$ cat config.mk
export PLATFORM = sky130hd
export DESIGN_NAME = cam
export DESIGN_NICKNAME = d
export VERILOG_FILES = /design/src/hdl/cam_geom_pkg.sv /design/src/hdl/cam_ctrl_pkg.sv /design/src/hdl/cam_update_seq.sv /design/src/hdl/cam_shadow_ram.sv /design/src/hdl/cam_slice_table.sv /design/src/hdl/cam_valid_regs.sv /design/src/hdl/cam_priority_encoder.sv /design/src/hdl/cam.sv
export SDC_FILE = /design/constraint.sdc
export NUM_CORES = 1
export LEC_CHECK = 0
export BUFFER_PORTS_ARGS = -buffer_cell sky130_fd_sc_hd__buf_2
export CELL_PAD_IN_SITES_DETAIL_PLACEMENT = 0
export CELL_PAD_IN_SITES_GLOBAL_PLACEMENT = 1
export CORE_MARGIN = 4
export CORE_UTILIZATION = 48
export DETAILED_ROUTE_END_ITERATION = 10
export GPL_TIMING_DRIVEN = 1
export PLACE_DENSITY = 0.81
export SLEW_MARGIN = 40
export SYNTH_ARGS = -nofsm -noshare
export SYNTH_HDL_FRONTEND = slang
export SYNTH_SLANG_ARGS = --single-unit
$ cat constraint.sdc
create_clock -name clk -period 2.7 [get_ports clk]
set_input_delay 0.405 -clock clk [delete_from_list [all_inputs] [get_ports clk]]
set_output_delay 0.405 -clock clk [all_outputs]
set_load 0.02 [all_outputs]
$ cat src/hdl/cam_geom_pkg.sv
package cam_geom_pkg;

    // width of the search word
    parameter int CAM_DATA_WIDTH = 8;

    // log2 of the number of entries
    parameter int CAM_ADDR_WIDTH = 3;

    // bits of the search word that index one match table
    parameter int CAM_SLICE_WIDTH = 4;

    // number of match tables needed to cover the word, last one may be partial
    function automatic int slice_count(
        input int data_width,
        input int slice_width
    );
        return (data_width + slice_width - 1) / slice_width;
    endfunction

endpackage

$ cat src/hdl/cam_ctrl_pkg.sv
package cam_ctrl_pkg;

    // update sequencer states
    // an update always passes through erase, a write then continues to set
    typedef enum logic [1:0] {
        SEQ_IDLE  = 2'd0,
        SEQ_ERASE = 2'd1,
        SEQ_SET   = 2'd2
    } seq_state_t;

endpackage

$ cat src/hdl/cam_update_seq.sv
`timescale 1ns/10ps

module cam_update_seq #(
    parameter int DATA_WIDTH = cam_geom_pkg::CAM_DATA_WIDTH,
    parameter int ADDR_WIDTH = cam_geom_pkg::CAM_ADDR_WIDTH
) (
    input  logic                       clk,
    input  logic                       rst,
    input  logic                       write_enable,
    input  logic                       erase_enable,
    input  logic [ADDR_WIDTH-1:0]      write_addr,
    input  logic [DATA_WIDTH-1:0]      cmp_din,
    input  logic [(2**ADDR_WIDTH)-1:0] entry_valid,
    output logic                       busy,
    output logic                       erase_phase,
    output logic                       erase_hit,
    output logic                       set_phase,
    output logic [ADDR_WIDTH-1:0]      op_addr,
    output logic [DATA_WIDTH-1:0]      op_data
);

    import cam_ctrl_pkg::*;

    seq_state_t state_q;
    logic       op_write_q;
    logic       accept;

    // commands seen while busy are dropped
    assign accept = (state_q == SEQ_IDLE) && (write_enable || erase_enable);

    always_ff @(posedge clk) begin
        if (rst) begin
            state_q    <= SEQ_IDLE;
            op_write_q <= 1'b0;
        end else begin
            case (state_q)
                SEQ_IDLE: begin
                    if (accept) begin
                        state_q <= SEQ_ERASE;
                    end
                end
                // an erase command ends here while a write goes on to set the new bits
                SEQ_ERASE: begin
                    state_q <= op_write_q ? SEQ_SET : SEQ_IDLE;
                end
                default: begin
                    state_q <= SEQ_IDLE;
                end
            endcase
            // write wins over erase
            if (accept) begin
                op_write_q <= write_enable;
            end
        end
    end

    // command address and word stay held for the whole update
    always_ff @(posedge clk) begin
        if (accept) begin
            op_addr <= write_addr;
            op_data <= cmp_din;
        end
    end

    assign busy        = (state_q != SEQ_IDLE);
    assign erase_phase = (state_q == SEQ_ERASE);
    assign set_phase   = (state_q == SEQ_SET);

    // the shadow word is only meaningful for an entry that was written before
    assign erase_hit = erase_phase && entry_valid[op_addr];

    // a write runs the erase phase and then the set phase
    write_seq_a: assert property (@(posedge clk) disable iff (rst)
        (accept && write_enable) |=> erase_phase ##1 set_phase ##1 !busy);

    // an erase runs the erase phase alone
    erase_seq_a: assert property (@(posedge clk) disable iff (rst)
        (accept && !write_enable) |=> erase_phase ##1 !busy);

endmodule

$ cat src/hdl/cam_shadow_ram.sv
`timescale 1ns/10ps

module cam_shadow_ram #(
    parameter int DATA_WIDTH = cam_geom_pkg::CAM_DATA_WIDTH,
    parameter int ADDR_WIDTH = cam_geom_pkg::CAM_ADDR_WIDTH
) (
    input  logic                  clk,
    input  logic                  write,
    input  logic [ADDR_WIDTH-1:0] addr,
    input  logic [DATA_WIDTH-1:0] data_in,
    output logic [DATA_WIDTH-1:0] data_out
);

    localparam int DEPTH = 2**ADDR_WIDTH;

    // current word of every entry
    logic [DATA_WIDTH-1:0] mem [DEPTH];

    always_ff @(posedge clk) begin
        if (write) begin
            mem[addr] <= data_in;
        end
    end

    // asynchronous read, addr stays put during the erase phase
    // so the old word is stable while its rows are cleared
    assign data_out = mem[addr];

endmodule

$ cat src/hdl/cam_slice_table.sv
`timescale 1ns/10ps

module cam_slice_table #(
    parameter int SLICE_WIDTH = cam_geom_pkg::CAM_SLICE_WIDTH,
    parameter int ADDR_WIDTH  = cam_geom_pkg::CAM_ADDR_WIDTH
) (
    input  logic                       clk,
    input  logic                       rst,
    input  logic                       set_bit,
    input  logic                       clear_bit,
    input  logic [ADDR_WIDTH-1:0]      entry_addr,
    input  logic [SLICE_WIDTH-1:0]     set_key,
    input  logic [SLICE_WIDTH-1:0]     clear_key,
    input  logic [SLICE_WIDTH-1:0]     lookup_key,
    output logic [(2**ADDR_WIDTH)-1:0] match_row
);

    localparam int ENTRIES = 2**ADDR_WIDTH;
    localparam int ROWS    = 2**SLICE_WIDTH;

    // one row per slice value, one bit per entry holding that value
    logic [ENTRIES-1:0] table_q [ROWS];

    always_ff @(posedge clk) begin
        if (rst) begin
            for (int r = 0; r < ROWS; r++) begin
                table_q[r] <= '0;
            end
        end else begin
            if (clear_bit) begin
                table_q[clear_key][entry_addr] <= 1'b0;
            end
            if (set_bit) begin
                table_q[set_key][entry_addr] <= 1'b1;
            end
        end
    end

    // registered lookup, sees the table as it was before this edge
    always_ff @(posedge clk) begin
        match_row <= table_q[lookup_key];
    end

    set_clear_excl_a: assert property (@(posedge clk) disable iff (rst)
        !(set_bit && clear_bit));

endmodule

$ cat src/hdl/cam_valid_regs.sv
`timescale 1ns/10ps

module cam_valid_regs #(
    parameter int ADDR_WIDTH = cam_geom_pkg::CAM_ADDR_WIDTH
) (
    input  logic                       clk,
    input  logic                       rst,
    input  logic                       set_valid,
    input  logic                       clear_valid,
    input  logic [ADDR_WIDTH-1:0]      entry_addr,
    output logic [(2**ADDR_WIDTH)-1:0] entry_valid
);

    localparam int ENTRIES = 2**ADDR_WIDTH;

    logic [ENTRIES-1:0] valid_q;

    // an entry is invalid from its erase phase until its set phase
    always_ff @(posedge clk) begin
        if (rst) begin
            valid_q <= '0;
        end else begin
            if (clear_valid) begin
                valid_q[entry_addr] <= 1'b0;
            end
            if (set_valid) begin
                valid_q[entry_addr] <= 1'b1;
            end
        end
    end

    assign entry_valid = valid_q;

endmodule

$ cat src/hdl/cam_priority_encoder.sv
`timescale 1ns/10ps

module cam_priority_encoder #(
    parameter int    ADDR_WIDTH   = cam_geom_pkg::CAM_ADDR_WIDTH,
    // "high" lets the lowest index win and "low" the highest
    parameter string LSB_PRIORITY = "low"
) (
    input  logic [(2**ADDR_WIDTH)-1:0] match_vec,
    output logic                       match,
    output logic [ADDR_WIDTH-1:0]      match_addr
);

    localparam int WIDTH = 2**ADDR_WIDTH;

    always_comb begin
        match      = 1'b0;
        match_addr = '0;
        if (LSB_PRIORITY == "high") begin
            // scan downwards so the lowest set bit is written last
            for (int i = WIDTH - 1; i >= 0; i--) begin
                if (match_vec[i]) begin
                    match      = 1'b1;
                    match_addr = ADDR_WIDTH'(i);
                end
            end
        end else begin
            for (int i = 0; i < WIDTH; i++) begin
                if (match_vec[i]) begin
                    match      = 1'b1;
                    match_addr = ADDR_WIDTH'(i);
                end
            end
        end
    end

    // the reported entry matches and no entry of higher priority does
    addr_hit_a: assert final (!match || (match_vec[match_addr] && ((LSB_PRIORITY == "high")
        ? ((match_vec & ~({WIDTH{1'b1}} << match_addr)) == '0)
        : ((match_vec >> match_addr) == WIDTH'(1)))));

    // an empty vector is the only case without a match
    no_hit_a: assert final (match || (match_vec == '0));

endmodule

$ cat src/hdl/cam.sv
`timescale 1ns/10ps

module cam #(
    parameter int DATA_WIDTH  = cam_geom_pkg::CAM_DATA_WIDTH,
    parameter int ADDR_WIDTH  = cam_geom_pkg::CAM_ADDR_WIDTH,
    parameter int SLICE_WIDTH = cam_geom_pkg::CAM_SLICE_WIDTH
) (
    input  logic                  clk,
    input  logic                  rst,
    input  logic                  write_enable,
    input  logic                  erase_enable,
    input  logic [ADDR_WIDTH-1:0] write_addr,
    input  logic [DATA_WIDTH-1:0] cmp_din,
    input  logic [DATA_WIDTH-1:0] din,
    output logic                  busy,
    output logic                  match,
    output logic [ADDR_WIDTH-1:0] match_addr
);

    import cam_geom_pkg::*;
    import cam_ctrl_pkg::*;

    localparam int SLICE_COUNT = slice_count(DATA_WIDTH, SLICE_WIDTH);
    localparam int PAD_WIDTH   = SLICE_COUNT * SLICE_WIDTH;
    localparam int ENTRIES     = 2**ADDR_WIDTH;

    logic                  erase_phase;
    logic                  erase_hit;
    logic                  set_phase;
    logic [ADDR_WIDTH-1:0] op_addr;
    logic [DATA_WIDTH-1:0] op_data;
    logic [DATA_WIDTH-1:0] old_data;
    logic [ENTRIES-1:0]    entry_valid;
    logic [ENTRIES-1:0]    valid_q;
    logic [ENTRIES-1:0]    slice_rows [SLICE_COUNT];
    logic [ENTRIES-1:0]    match_vec;
    seq_state_t            phase;

    // words widened to whole slices, the top slice gets zero fill
    logic [PAD_WIDTH-1:0]  din_pad;
    logic [PAD_WIDTH-1:0]  old_pad;
    logic [PAD_WIDTH-1:0]  op_pad;

    assign din_pad = PAD_WIDTH'(din);
    assign old_pad = PAD_WIDTH'(old_data);
    assign op_pad  = PAD_WIDTH'(op_data);

    cam_update_seq #(
        .DATA_WIDTH (DATA_WIDTH),
        .ADDR_WIDTH (ADDR_WIDTH)
    ) u_seq (
        .clk          (clk),
        .rst          (rst),
        .write_enable (write_enable),
        .erase_enable (erase_enable),
        .write_addr   (write_addr),
        .cmp_din      (cmp_din),
        .entry_valid  (entry_valid),
        .busy         (busy),
        .erase_phase  (erase_phase),
        .erase_hit    (erase_hit),
        .set_phase    (set_phase),
        .op_addr      (op_addr),
        .op_data      (op_data)
    );

    cam_shadow_ram #(
        .DATA_WIDTH (DATA_WIDTH),
        .ADDR_WIDTH (ADDR_WIDTH)
    ) u_shadow (
        .clk      (clk),
        .write    (set_phase),
        .addr     (op_addr),
        .data_in  (op_data),
        .data_out (old_data)
    );

    cam_valid_regs #(
        .ADDR_WIDTH (ADDR_WIDTH)
    ) u_valid (
        .clk         (clk),
        .rst         (rst),
        .set_valid   (set_phase),
        .clear_valid (erase_phase),
        .entry_addr  (op_addr),
        .entry_valid (entry_valid)
    );

    for (genvar s = 0; s < SLICE_COUNT; s++) begin : g_slice
        cam_slice_table #(
            .SLICE_WIDTH (SLICE_WIDTH),
            .ADDR_WIDTH  (ADDR_WIDTH)
        ) u_table (
            .clk        (clk),
            .rst        (rst),
            .set_bit    (set_phase),
            .clear_bit  (erase_hit),
            .entry_addr (op_addr),
            .set_key    (op_pad[s*SLICE_WIDTH +: SLICE_WIDTH]),
            .clear_key  (old_pad[s*SLICE_WIDTH +: SLICE_WIDTH]),
            .lookup_key (din_pad[s*SLICE_WIDTH +: SLICE_WIDTH]),
            .match_row  (slice_rows[s])
        );
    end

    // valid mask delayed one cycle to line up with the registered table rows
    always_ff @(posedge clk) begin
        if (rst) begin
            valid_q <= '0;
        end else begin
            valid_q <= entry_valid;
        end
    end

    // an entry matches only if every slice agrees
    always_comb begin
        match_vec = valid_q;
        for (int s = 0; s < SLICE_COUNT; s++) begin
            match_vec = match_vec & slice_rows[s];
        end
    end

    cam_priority_encoder #(
        .ADDR_WIDTH   (ADDR_WIDTH),
        .LSB_PRIORITY ("high")
    ) u_enc (
        .match_vec  (match_vec),
        .match      (match),
        .match_addr (match_addr)
    );

    assign phase = set_phase ? SEQ_SET : (erase_phase ? SEQ_ERASE : SEQ_IDLE);

    // new bits are only set right after the old ones were cleared
    set_after_erase_a: assert property (@(posedge clk) disable iff (rst)
        (phase == SEQ_SET) |-> ($past(phase) == SEQ_ERASE));

endmodule

==> out/results.ini <==
[critical_path]
cp.buffers_inverters = 3
slowest_stage = nor4_4
cp_data_arrival_time_ns = 2.82
worstPathCellList = buf_12, buf_6, mux2i_1, a22o_1, o31a_1, buf_12, nor4_4, a21o_1
cp-start-kind = flop
cp-end-kind = flop
timing.reg2reg.setup_slack_ns = 0.14
cp_top_family = compound AO/OA/AOI/OAI gates
reg2regPathDepth = 8
cpPeakStageDelay_ns = 0.47
path_class = flop to flop
cp_common_cell = buf_12
cp_max_fo = 16
reg2reg_to = g_slice[0].u_table.table_q[15][5]
required_ns = 2.96

[timing]
hold_slack_ns = 0.0398
fin_crit_sh = 0.948
fmax_mhz = 391
fin_worst_skew_ns = 0.0123
slew_viol_final = 0
finalSetupViolCount = 0
min_period_ns = 2.56
rsz0062_at_grt = no
slew_headroom = 0.500
tightest_slew_ns = 0.749
hold_violations = 0

[power_and_ir_drop]
seqPwrFrac = 0.438
vdd_drop_max_v = 0.000622
p_sw_frac = 0.250
cell_internal_pwr_uw = 11100
p_clk_frac = 0.407
cellPowerDensity_nw_per_um2 = 677
comb_power_share = 0.155
p_switching_uw = 3690
leakage_uw = 0.00805
p_total_uw = 14800

[synth]
synth.most_common_cell = edfxtp_1
yosys.area.top_type_share = 0.533
ys_seq_area_frac = 0.574
syn_inst = 1427
synth_edf_count = 331
yosys_register_bits = 369
ys_types = 55
synthFlopType = edfxtp_1
async_reset_ff_frac = 0
ys_top_cells_by_count = edfxtp_1, nor2_1, o21bai_1
synth.largest_area_cell = edfxtp_1
synth.avg_cell_area_sq_um = 13.1
synth_nets = 1450
synth.cell_area_sq_um = 18600
ys_top_cells_by_area = edfxtp_1, mux4_2, o21bai_1
ys_warn_count = 0

[clock_tree]
clk-insertion-delay-late_ns = 0.54
cts_root_buf = clkbuf_16
clkSinkCount = 369
cts.htree.levels = 2
cts_tree = yes
clk_pin_slew_ns = 0.06
numCtsBuffers = 41
cts_hold_buffers = 0
cts_buffer_depth = 3

[final_layout]
seq_area_sq_um = 10700
multi_input_area_sq_um = 7200
diodes = 0
area_growth_pct = 17.2
nNetsFinal = 1528
drive_above_1_share = 0.257
n_fill_cell = 3087

[hold_path]
hold_class = input pin to flop
hold_end = u_seq.op_data[5]
hp-start = cmp_din[5]
hold_depth = 1

[die]
die_area_sq_um = 42100
initial_utilization = 0.490
die_h_microns = 205
core-area_sq_um = 38000
boundaryPins = 28
rows = 71
die_width_microns = 205

[drt]
post_drt_wl_per_cell_microns = 24.1
vias = 12421
firstDrtPassIters = 5
drtAntennaViolNets = 0
drc = 0
drtIter0Drc = 1389
via_per_inst = 6.06
wirelength_microns = 49500

[global_routing]
met2_usage = 0.376
grt.overflow.total = 0
grt_use_total = 0.236
grt_max_degree = 154
grtUsageMet1 = 0.341
met3_usage = 0.0405
busiest_layer = met2
grt_pass1_wl_microns = 75300
grt_pass1_vias = 12285
antenna_found_initial = 1

[flow_run]
max-cap-violations = 0

[placed_design]
dpl.hpwl_microns = 31800
placement.io_buffers = 27
place_congestion = 0.843

[outcome]
outcome = finished, final reports clean

[worst max path at each step]
stage	startpoint	to	slack, ns	cells after the start
after global placement	rst	g_slice[1].u_table.table_q[5][1]	-0.02	8
after global routing	flop	g_slice[0].u_table.table_q[15][5]	0.01	8
after detailed placement	rst	g_slice[1].u_table.table_q[5][0]	-0.02	8
after CTS	flop	g_slice[1].u_table.table_q[5][0]	0.02	7
final	flop	g_slice[0].u_table.table_q[15][5]	0.14	8
after floorplan	rst	g_slice[0].u_table.table_q[3][2]	0.39	8
[logic make-up (layout without fill, tap and decap cells)]
| kind of cell | after synthesis | count (layout) | share of synthesized area |
|---|---|---|---|
| and+or+nand+nor | 464 | 464 | 0.129 |
| muxes | 117 | 117 | 0.117 |
| DFF | 369 | 369 | 0.574 |
| buffers and inverters | 146 | 257 | 0.0431 |
| AOI/OAI and AO/OA | 331 | 331 | 0.137 |
[power by group through the flow]
| stage | combinational (uW) | sequential [uW] | clock (uW) |
|---|---|---|---|
| 2_1_floorplan | 1440 | 6570 | 0 |
| 3_3_place_gp | 2200 | 6580 | 0 |
| 3_5_place_dp | 2230 | 6590 | 0 |
| 4_1_cts | 2240 | 6470 | 6100 |
| 5_1_grt | 2410 | 6490 | 6370 |
| 6_report | 2300 | 6470 | 6020 |
[repair_timing]
action | CTS | global route
gates resized for setup | 1 | 4
endpoints found under the setup margin | 1 | 36
gates cloned | 0 | 0
setup buffers | 0 | 7
endpoints found under the hold margin | 0 | 0
pin swaps | 0 | 2
[layer usage]
layer / vias up / routed length, microns
met2: 659 / 23700
met1: 6224 / 19900
met3: 72 / 4840
met5: - / 9
li1: 5464 / -
met4: 2 / 1000
[final cells by class]
class,count,area share
sequential,369,0.490
multi-input combinational,912,0.330
timing repair buffer,179,0.0842
clock buffer,56,0.0538
tap,511,0.0293
clock inverter,20,0.0132
inverter,2,0.000344
[flip-flops by register name, indices dropped and copies added, names as in the netlist, 2 cells and up, named ones only]
signal and count:
u_seq.op_addr 3, u_shadow.mem 64, valid_q 8, u_seq.state_q 2, u_seq.op_data 8, g_slice.u_table.match_row 16
u_valid.entry_valid 8, g_slice.u_table.table_q 256
[layout by cell type, fill, tap and decap left out, types with 11 or more instances in the layout]
cell type    n
a21o_1      96
a21oi_1     18
buf_12      42
buf_2       26
buf_4      106
clkbuf_16   43
dfxtp_1     37
edfxtp_1   331
mux2i_1     34
mux4_2      80
nand2_1     79
nor2_1     286
nor2b_1     11
o21ai_0     17
o21bai_1   144
o21bai_2    24
[stage by stage]
| stage | utilization | std cells | setup TNS [ns] | worst slack (ns) | instance area [sq um] |
|---|---|---|---|---|---|
| 6_report | 0.575 | 2049 | 0 | 0.142 | 21900 |
| 5_1_grt | 0.575 | 2049 | 0 | 0.0137 | 21900 |
| 4_1_cts | 0.572 | 2042 | 0 | 0.0177 | 21800 |
| 3_5_place_dp | 0.534 | 1966 | -0.0845 | -0.0216 | 20300 |
| 3_3_place_gp | 0.533 | 1965 | -0.0856 | -0.0181 | 20300 |
| 2_1_floorplan | - | 1427 | 0 | 0.392 | 18600 |
No activity file was read; power rests on OpenSTA's default activity.
